==> src/design/ex_pkg.sv <==
// Shared types for the execute stage; XLEN fixed at 32, register addresses at 6 bits, 2-level tree
`default_nettype none

package ex_pkg;

  ////////////////////
  // Widths
  ////////////////////
  localparam int unsigned XLEN       = 32;
  localparam int unsigned REG_ADDR_W = 6;

  // Quantizer tree: 2 levels, 3 thresholds, 2-bit code
  localparam int unsigned QNT_LEVELS     = 2;
  localparam int unsigned QNT_NODE_W     = QNT_LEVELS + 1;
  localparam int unsigned QNT_WORD_BYTES = 4;

  ////////////////////
  // Operators
  ////////////////////
  typedef enum logic [3:0] {
    ALU_ADD, ALU_SUB, ALU_AND, ALU_OR,
    ALU_XOR, ALU_SLL, ALU_SRL, ALU_SRA,
    ALU_SLT, ALU_SLTU, ALU_EQ, ALU_NE,
    ALU_LT, ALU_GE, ALU_LTU, ALU_GEU
  } alu_op_e;

  typedef enum logic {
    MULT_MUL,   // low product
    MULT_MULH   // signed high product
  } mult_op_e;

  ////////////////////
  // Requests and ports
  ////////////////////
  typedef struct packed {
    logic            en;
    alu_op_e         op;
    logic [XLEN-1:0] a;
    logic [XLEN-1:0] b;
    logic [XLEN-1:0] c;
  } alu_req_t;

  typedef struct packed {
    logic            en;
    mult_op_e        op;
    logic [XLEN-1:0] a;
    logic [XLEN-1:0] b;
  } mult_req_t;

  typedef struct packed {
    logic            en;
    logic [XLEN-1:0] value;
    logic [XLEN-1:0] base;
  } qnt_req_t;

  typedef struct packed {
    logic                  we;
    logic [REG_ADDR_W-1:0] waddr;
    logic [XLEN-1:0]       wdata;
  } fw_port_t;

endpackage

`default_nettype wire

==> src/design/ex_alu.sv <==
// Purely combinational; shifts use b[4:0], compares return 0/1 and ignore req_i.en
`timescale 1ns/1ps
`default_nettype none

module ex_alu
  import ex_pkg::*;
(
  input  alu_req_t        req_i,
  output logic [XLEN-1:0] result_o,
  output logic            cmp_result_o
);

  logic [4:0]      shamt;
  logic            lt_s;
  logic            lt_u;
  logic            eq;
  logic            is_cmp;

  assign shamt = req_i.b[4:0];
  assign lt_s  = $signed(req_i.a) < $signed(req_i.b);
  assign lt_u  = req_i.a < req_i.b;
  assign eq    = req_i.a == req_i.b;

  ////////////////////
  // Comparisons
  ////////////////////
  always_comb begin
    is_cmp       = 1'b1;
    cmp_result_o = 1'b0;
    case (req_i.op)
      ALU_SLT, ALU_LT: cmp_result_o = lt_s;
      ALU_SLTU, ALU_LTU: cmp_result_o = lt_u;
      ALU_EQ:  cmp_result_o = eq;
      ALU_NE:  cmp_result_o = ~eq;
      ALU_GE:  cmp_result_o = ~lt_s;
      ALU_GEU: cmp_result_o = ~lt_u;
      default: is_cmp = 1'b0;
    endcase
  end

  ////////////////////
  // Result mux
  ////////////////////
  always_comb begin
    result_o = '0;
    if (is_cmp) begin
      result_o = {{(XLEN-1){1'b0}}, cmp_result_o};
    end else begin
      case (req_i.op)
        ALU_ADD: result_o = req_i.a + req_i.b;
        ALU_SUB: result_o = req_i.a - req_i.b;
        ALU_AND: result_o = req_i.a & req_i.b;
        ALU_OR:  result_o = req_i.a | req_i.b;
        ALU_XOR: result_o = req_i.a ^ req_i.b;
        ALU_SLL: result_o = req_i.a << shamt;
        ALU_SRL: result_o = req_i.a >> shamt;
        // Arithmetic shift keeps the sign
        ALU_SRA: result_o = $signed(req_i.a) >>> shamt;
        default: result_o = '0;
      endcase
    end
  end

endmodule

`default_nettype wire

==> src/design/ex_mult.sv <==
// MUL is combinational; MULH takes two cycles and holds its result until ex_ready_i
`timescale 1ns/1ps
`default_nettype none

module ex_mult
  import ex_pkg::*;
(
  input  logic            clk,
  input  logic            rst_n,
  input  mult_req_t       req_i,
  input  logic            ex_ready_i,
  output logic [XLEN-1:0] result_o,
  output logic            multicycle_o,
  output logic            ready_o
);

  logic [2*XLEN-1:0] prod;
  logic [2*XLEN-1:0] prod_q;
  logic              is_mulh;
  logic              second_q;

  // Signed product, low half is the same for MUL
  assign prod    = $signed(req_i.a) * $signed(req_i.b);
  assign is_mulh = req_i.en & (req_i.op == MULT_MULH);

  // First MULH cycle stalls the stage
  assign multicycle_o = is_mulh & ~second_q;
  assign ready_o      = ~multicycle_o;

  assign result_o = second_q ? prod_q[2*XLEN-1:XLEN] : prod[XLEN-1:0];

  ////////////////////
  // Control
  ////////////////////
  always_ff @(posedge clk or negedge rst_n) begin
    if (!rst_n) begin
      second_q <= 1'b0;
    end else if (multicycle_o) begin
      second_q <= 1'b1;
    end else if (ex_ready_i) begin
      second_q <= 1'b0;
    end
  end

  // Product register for the high half
  always_ff @(posedge clk) begin
    if (multicycle_o) begin
      prod_q <= prod;
    end
  end

endmodule

`default_nettype wire

==> src/design/ex_qnt_unit.sv <==
// One read per tree level; req_i must stay stable until the result is taken
`timescale 1ns/1ps
`default_nettype none

module ex_qnt_unit
  import ex_pkg::*;
(
  input  logic            clk,
  input  logic            rst_n,
  input  qnt_req_t        req_i,
  input  logic            ex_ready_i,
  input  logic            gnt_i,
  input  logic            rvalid_i,
  input  logic [XLEN-1:0] rdata_i,
  output logic            req_o,
  output logic [XLEN-1:0] addr_o,
  output logic [XLEN-1:0] result_o,
  output logic            ready_o
);

  typedef enum logic [1:0] {
    QNT_IDLE,
    QNT_REQ,
    QNT_WAIT,
    QNT_DONE
  } qnt_state_e;

  qnt_state_e            state_q;
  logic [QNT_NODE_W-1:0] node_q;
  logic [QNT_NODE_W-1:0] node_nxt;
  logic                  ge;

  // Go right when value >= threshold
  assign ge       = $signed(req_i.value) >= $signed(rdata_i);
  assign node_nxt = {node_q[QNT_LEVELS-1:0], ge};

  assign req_o    = (state_q == QNT_REQ);
  assign addr_o   = req_i.base + XLEN'(node_q) * XLEN'(QNT_WORD_BYTES);
  // Leaf index minus 2^QNT_LEVELS is the code
  assign result_o = XLEN'(node_q[QNT_LEVELS-1:0]);
  assign ready_o  = ((state_q == QNT_IDLE) & ~req_i.en) | (state_q == QNT_DONE);

  ////////////////////
  // Tree walk FSM
  ////////////////////
  always_ff @(posedge clk or negedge rst_n) begin
    if (!rst_n) begin
      state_q <= QNT_IDLE;
      node_q  <= '0;
    end else begin
      case (state_q)
        QNT_IDLE: begin
          if (req_i.en) begin
            state_q <= QNT_REQ;
            node_q  <= QNT_NODE_W'(1);
          end
        end
        QNT_REQ: begin
          if (gnt_i) begin
            state_q <= QNT_WAIT;
          end
        end
        QNT_WAIT: begin
          if (rvalid_i) begin
            node_q  <= node_nxt;
            state_q <= node_nxt[QNT_LEVELS] ? QNT_DONE : QNT_REQ;
          end
        end
        default: begin
          // Hold the code until the stage moves on
          if (ex_ready_i) begin
            state_q <= QNT_IDLE;
          end
        end
      endcase
    end
  end

endmodule

`default_nettype wire

==> src/design/ex_wb_arbiter.sv <==
// Fixed priority CSR > quantizer > multiplier > ALU; we and waddr pass straight through
`timescale 1ns/1ps
`default_nettype none

module ex_wb_arbiter
  import ex_pkg::*;
(
  input  logic [XLEN-1:0]       alu_result_i,
  input  logic [XLEN-1:0]       mult_result_i,
  input  logic [XLEN-1:0]       qnt_result_i,
  input  logic [XLEN-1:0]       csr_rdata_i,
  input  logic                  mult_en_i,
  input  logic                  qnt_en_i,
  input  logic                  csr_access_i,
  input  logic                  we_i,
  input  logic [REG_ADDR_W-1:0] waddr_i,
  output fw_port_t              fw_o
);

  always_comb begin
    fw_o.we    = we_i;
    fw_o.waddr = waddr_i;
    if (csr_access_i) begin
      fw_o.wdata = csr_rdata_i;
    end else if (qnt_en_i) begin
      fw_o.wdata = qnt_result_i;
    end else if (mult_en_i) begin
      fw_o.wdata = mult_result_i;
    end else begin
      // ALU owns the port by default
      fw_o.wdata = alu_result_i;
    end
  end

endmodule

`default_nettype wire

==> src/design/ex_pipe_ctrl.sv <==
// Branches in EX force ready high; the load write address is only updated for real writes
`timescale 1ns/1ps
`default_nettype none

module ex_pipe_ctrl (
  input  logic       clk,
  input  logic       rst_n,
  input  logic       any_en_i,
  input  logic       units_ready_i,
  input  logic       lsu_ready_ex_i,
  input  logic       wb_ready_i,
  input  logic       branch_in_ex_i,
  input  logic       regfile_we_i,
  input  logic [5:0] regfile_waddr_i,
  input  logic       lsu_err_i,
  output logic       ex_ready_o,
  output logic       ex_valid_o,
  output logic       regfile_we_wb_o,
  output logic [5:0] regfile_waddr_wb_o
);

  logic all_ready;
  logic lsu_we;

  assign all_ready = units_ready_i & lsu_ready_ex_i & wb_ready_i;
  assign lsu_we    = regfile_we_i & ~lsu_err_i;

  // Branches resolve here, no need to wait on WB
  assign ex_ready_o = all_ready | branch_in_ex_i;
  assign ex_valid_o = any_en_i & all_ready;

  ////////////////////
  // EX/WB register
  ////////////////////
  always_ff @(posedge clk or negedge rst_n) begin
    if (!rst_n) begin
      regfile_we_wb_o <= 1'b0;
    end else if (ex_valid_o) begin
      regfile_we_wb_o <= lsu_we;
    end else if (wb_ready_i) begin
      // Nothing new, flush the slot
      regfile_we_wb_o <= 1'b0;
    end
  end

  always_ff @(posedge clk) begin
    if (ex_valid_o && lsu_we) begin
      regfile_waddr_wb_o <= regfile_waddr_i;
    end
  end

endmodule

`default_nettype wire

==> src/design/ex_stage.sv <==
// Top of the execute stage; thresholds arrive on lsu_rdata_i, one instruction at a time
`timescale 1ns/1ps
`default_nettype none

module ex_stage
  import ex_pkg::*;
(
  input  logic                  clk,
  input  logic                  rst_n,
  input  alu_req_t              alu_req_i,
  input  mult_req_t             mult_req_i,
  input  qnt_req_t              qnt_req_i,
  input  logic                  csr_access_i,
  input  logic [XLEN-1:0]       csr_rdata_i,
  input  logic                  regfile_alu_we_i,
  input  logic [REG_ADDR_W-1:0] regfile_alu_waddr_i,
  input  logic                  regfile_we_i,
  input  logic [REG_ADDR_W-1:0] regfile_waddr_i,
  input  logic                  lsu_en_i,
  input  logic [XLEN-1:0]       lsu_rdata_i,
  input  logic                  lsu_ready_ex_i,
  input  logic                  lsu_err_i,
  input  logic                  branch_in_ex_i,
  input  logic                  wb_ready_i,
  input  logic                  data_gnt_i,
  input  logic                  thresh_rvalid_i,
  output fw_port_t              fw_o,
  output logic                  regfile_we_wb_o,
  output logic [REG_ADDR_W-1:0] regfile_waddr_wb_o,
  output logic [XLEN-1:0]       regfile_wdata_wb_o,
  output logic                  branch_decision_o,
  output logic [XLEN-1:0]       jump_target_o,
  output logic                  mult_multicycle_o,
  output logic                  qnt_thresh_req_o,
  output logic [XLEN-1:0]       qnt_thresh_addr_o,
  output logic                  ex_ready_o,
  output logic                  ex_valid_o
);

  logic [XLEN-1:0] alu_result;
  logic [XLEN-1:0] mult_result;
  logic [XLEN-1:0] qnt_result;
  logic            mult_ready;
  logic            qnt_ready;
  logic            any_en;

  assign any_en = alu_req_i.en | mult_req_i.en | qnt_req_i.en | csr_access_i | lsu_en_i;
  assign jump_target_o      = alu_req_i.c;
  assign regfile_wdata_wb_o = lsu_rdata_i;

  ////////////////////
  // Units
  ////////////////////
  ex_alu u_alu (.req_i(alu_req_i), .result_o(alu_result), .cmp_result_o(branch_decision_o));

  ex_mult u_mult (
    .clk, .rst_n, .req_i(mult_req_i), .ex_ready_i(ex_ready_o),
    .result_o(mult_result), .multicycle_o(mult_multicycle_o), .ready_o(mult_ready)
  );

  ex_qnt_unit u_qnt (
    .clk, .rst_n, .req_i(qnt_req_i), .ex_ready_i(ex_ready_o),
    .gnt_i(data_gnt_i), .rvalid_i(thresh_rvalid_i), .rdata_i(lsu_rdata_i),
    .req_o(qnt_thresh_req_o), .addr_o(qnt_thresh_addr_o),
    .result_o(qnt_result), .ready_o(qnt_ready)
  );

  ////////////////////
  // Writeback and control
  ////////////////////
  ex_wb_arbiter u_arb (
    .alu_result_i(alu_result), .mult_result_i(mult_result), .qnt_result_i(qnt_result),
    .csr_rdata_i, .mult_en_i(mult_req_i.en), .qnt_en_i(qnt_req_i.en), .csr_access_i,
    .we_i(regfile_alu_we_i), .waddr_i(regfile_alu_waddr_i), .fw_o
  );

  ex_pipe_ctrl u_ctrl (
    .clk, .rst_n, .any_en_i(any_en), .units_ready_i(mult_ready & qnt_ready),
    .lsu_ready_ex_i, .wb_ready_i, .branch_in_ex_i, .regfile_we_i, .regfile_waddr_i,
    .lsu_err_i, .ex_ready_o, .ex_valid_o, .regfile_we_wb_o, .regfile_waddr_wb_o
  );

endmodule

`default_nettype wire

==> config.mk <==
export PLATFORM = sky130hd
export DESIGN_NAME = ex_stage
export DESIGN_NICKNAME = d
export VERILOG_FILES = /design/src/design/ex_pkg.sv /design/src/design/ex_alu.sv /design/src/design/ex_mult.sv /design/src/design/ex_qnt_unit.sv /design/src/design/ex_wb_arbiter.sv /design/src/design/ex_pipe_ctrl.sv /design/src/design/ex_stage.sv
export SDC_FILE = /design/constraint.sdc
export NUM_CORES = 2
export LEC_CHECK = 0
export BUFFER_PORTS_ARGS = -buffer_cell sky130_fd_sc_hd__buf_2
export CAP_MARGIN = 40
export CORE_ASPECT_RATIO = 0.9
export CORE_MARGIN = 2
export CORE_UTILIZATION = 60
export DETAILED_ROUTE_END_ITERATION = 10
export GPL_ROUTABILITY_DRIVEN = 0
export PLACE_DENSITY = 0.85
export SYNTH_ARGS = -nofsm -noshare
export SYNTH_HDL_FRONTEND = slang
export SYNTH_HIERARCHICAL = 1
export SYNTH_SLANG_ARGS = --single-unit
==> constraint.sdc <==
create_clock -name clk -period 21.4 [get_ports clk]
set_input_delay 2.14 -clock clk [delete_from_list [all_inputs] [get_ports clk]]
set_output_delay 2.14 -clock clk [all_outputs]
set_load 0.05 [all_outputs]
==> results.py <==
metrics = {
    "timing": {
        "layout_min_cycle_time_ps": 12350,
        "slew_viol_final": 0,
        "rsz0062_at_grt": "false",
        "hold_violations": 0,
        "clock_skew_ps": 6.67,
        "max_freq_mhz": 80.9,
        "fin_setup_tns_ps": 0,
        "setup_violations": 0,
        "post-route-period-util_pct": 57.7,
        "tightest_slew_ps": 975,
        "relSlewSlack_pct": 34.4,
    },
    "global_routing": {
        "grt_pass1_wl_um": 252000,
        "use_met1_pct": 49.6,
        "top_usage_layer": "met2",
        "use_met3_pct": 12.9,
        "grt_usage_pct": 37.6,
        "overflow": 0,
        "antenna_found_initial": 10,
        "grtUsageMet2_pct": 56.0,
        "grt_pass1_vias": 44700,
        "grt_max_degree": 81,
    },
    "yosys": {
        "synth_seq_cells": 45,
        "syn-instance-count": 5872,
        "synth-edff-count": 38,
        "synthArstFlopShare_pct": 15.6,
        "synthFlopType": "edfxtp_1",
        "ys_types": 109,
        "yosysSeqAreaShare_pct": 2.60,
        "yosys_warnings": 6,
        "synth_area_um2": 50600,
        "syn_area_per_cell_um2": 8.62,
    },
    "route": {
        "via_per_inst": 6.20,
        "wl_um": 162000,
        "firstDrtPassIters": 11,
        "remaining_drc_errors": 0,
        "drt-wirelength-per-cell_um": 23.1,
        "drt-initial-drc-count": 5653,
        "ant_nets": 0,
        "num_vias": 43500,
    },
    "worst_hold_path": {
        "hp-start": "u_ctrl/regfile_we_wb_o",
        "whs_path_depth": 2,
        "holdPathEnd": "u_ctrl/regfile_we_wb_o",
        "hold_path_class": "flip-flop to flip-flop",
    },
    "placement": {
        "place_inst": 7001,
        "dp_hpwl_um": 132000,
        "port_buffers": 384,
    },
    "setup_path": {
        "cp_data_required_time_ps": 19260,
        "cp-end-kind": "output pin",
        "rr_endpoint": "u_ctrl/regfile_waddr_wb_o[2]",
        "r2r-start": "u_qnt/state_q[0]",
        "ff2ff_path_depth": 7,
        "rrSetupSlack_ps": 18740,
        "cp_max_fo": 32,
        "critPathKind": "input pin to output pin",
        "crit_path_start_kind": "input pin",
        "cp.arrival_ps": 10210,
    },
    "cts": {
        "cts_setup_buffers": 0,
        "cts_resized": 0,
        "cts_tree": "built",
        "htreeDepth": 2,
        "clock_sinks": 45,
        "clockBufferDepth": 2,
        "cts_buffers": 5,
        "clk_pin_slew_ps": 70,
        "postCtsHoldBufs": 0,
        "clock_latency_ps": 300,
        "clock-root-buffer": "clkbuf_16",
    },
    "cells_and_area": {
        "num-nets-final": 7609,
        "multi_input_area_um2": 43100,
        "area_growth_syn_to_layout_pct": 3.29,
        "fin_cells": 7018,
        "seq_area_um2": 1320,
        "fill_cells": 6836,
        "drive_gt1_share_pct": 9.55,
        "final_util_pct": 62.2,
    },
    "job": {
        "maxCapViolCount": 0,
    },
    "floorplanning": {
        "die_x_um": 310,
        "start_util_pct": 60.3,
        "ios": 467,
        "fp.dieArea_um2": 86700,
        "rows": 101,
        "coreArea_um2": 84000,
        "die_h_um": 280,
    },
    "status": {
        "status": "complete, no violations",
    },
}
cell usage after synthesis (all sizes together) (58+ instances only):
cell,number,area share (%)
buf,173,2.4
xnor2,81,1.4
o21ai,195,2.0
a211oi,77,1.5
a21oi,213,2.2
inv,1097,8.1
mux2i,92,1.8
and2,516,6.4
nand2,709,5.3
fa,1085,43
a21o,58,0.86
clkbuf,272,2.0
nor3,64,0.68
ha,329,8.1
nor2,235,1.7
cell type report:
type,instances,share of cell area (%)
timing repair buffer,412,4.13
multi-input combinational,4314,82.4
inverter,1097,7.87
sequential,45,2.52
clock buffer,5,0.239
antenna,9,0.0431
tap,1133,2.71
clock inverter,3,0.0407
kinds of logic after synthesis:
kind of cell	Yosys count	share of synthesized area [%]
AND/OR/NAND/NOR	1795	17.5
buffers and inverters	1542	12.5
adder cells (fa/ha/maj)	1414	51.0
AO/OA/AOI/OAI	824	11.2
multiplexers	131	3.09
XOR/XNOR	120	2.08
flip-flops	45	2.60
other	1	0.00741
cells in the final DEF, fill, tap and decap left out, types with 33 or more instances in the layout:
master	instances
nor2_1	234
a211oi_1	43
o21ai_0	178
and2_1	515
fa_1	1085
nand3_1	48
xor2_1	39
buf_2	383
a21oi_1	207
nand2_1	709
nand4_1	33
nor3_1	57
ha_1	329
xnor2_1	81
mux2i_1	92
nor3b_1	35
nor2b_1	47
inv_1	1093
edfxtp_1	38
a21o_1	58
a211oi_2	34
state kept, by name, summed over array words and instances, names as in the netlist:
name / count
u_mult/prod_q: 32
u_ctrl/regfile_waddr_wb_o: 6
u_qnt/node_q: 3
u_qnt/state_q: 2
u_ctrl/regfile_we_wb_o: 1
u_mult/second_q: 1
per-layer routing:
layer	up-vias	share of wire, %
li1	18200	-
met1	21300	36
met2	3356	44
met3	723	14
met4	6	5.9
met5	-	0.031
metrics by stage:
step | setup slack [ps] | hold slack, ps | instance area (um^2)
after detailed placement | 9280 | 539 | 52100
after floorplan | 10150 | 466 | 50700
final | 9050 | 557 | 52300
after CTS | 9260 | 560 | 52300
after global placement | 9450 | 523 | 52100
after global routing | 8750 | 589 | 52300
how the worst max path moves through the flow:
stage                              start        to  slack, ps  cells past startpoint
after floorplan            mult_req_i[2]  fw_o[29]      10150                     23
after global placement    mult_req_i[45]  fw_o[31]       9450                     26
after detailed placement  mult_req_i[45]  fw_o[31]       9280                     26
after CTS                 mult_req_i[45]  fw_o[31]       9260                     26
after global routing      mult_req_i[41]  fw_o[31]       8750                     27
final                     mult_req_i[45]  fw_o[31]       9050                     24
critical path: stages:
cell and delay (ps):
buf_2 630, and2_1 250, fa_1 440, fa_1 490
fa_1 540, inv_1 60, fa_1 480, inv_1 50
fa_1 520, fa_1 480, fa_1 540, fa_1 420
ha_1 460, nand2_1 160, nor3_1 280, a21boi_0 430
o21bai_1 160, a21boi_1 210, o21a_1 180, nor3_1 60
a311oi_1 320, mux2i_1 290, a211oi_2 290, buf_2 300
Power is not shown: default switching activity piles up to over one toggle a cycle in this logic, so the estimate is an artifact.
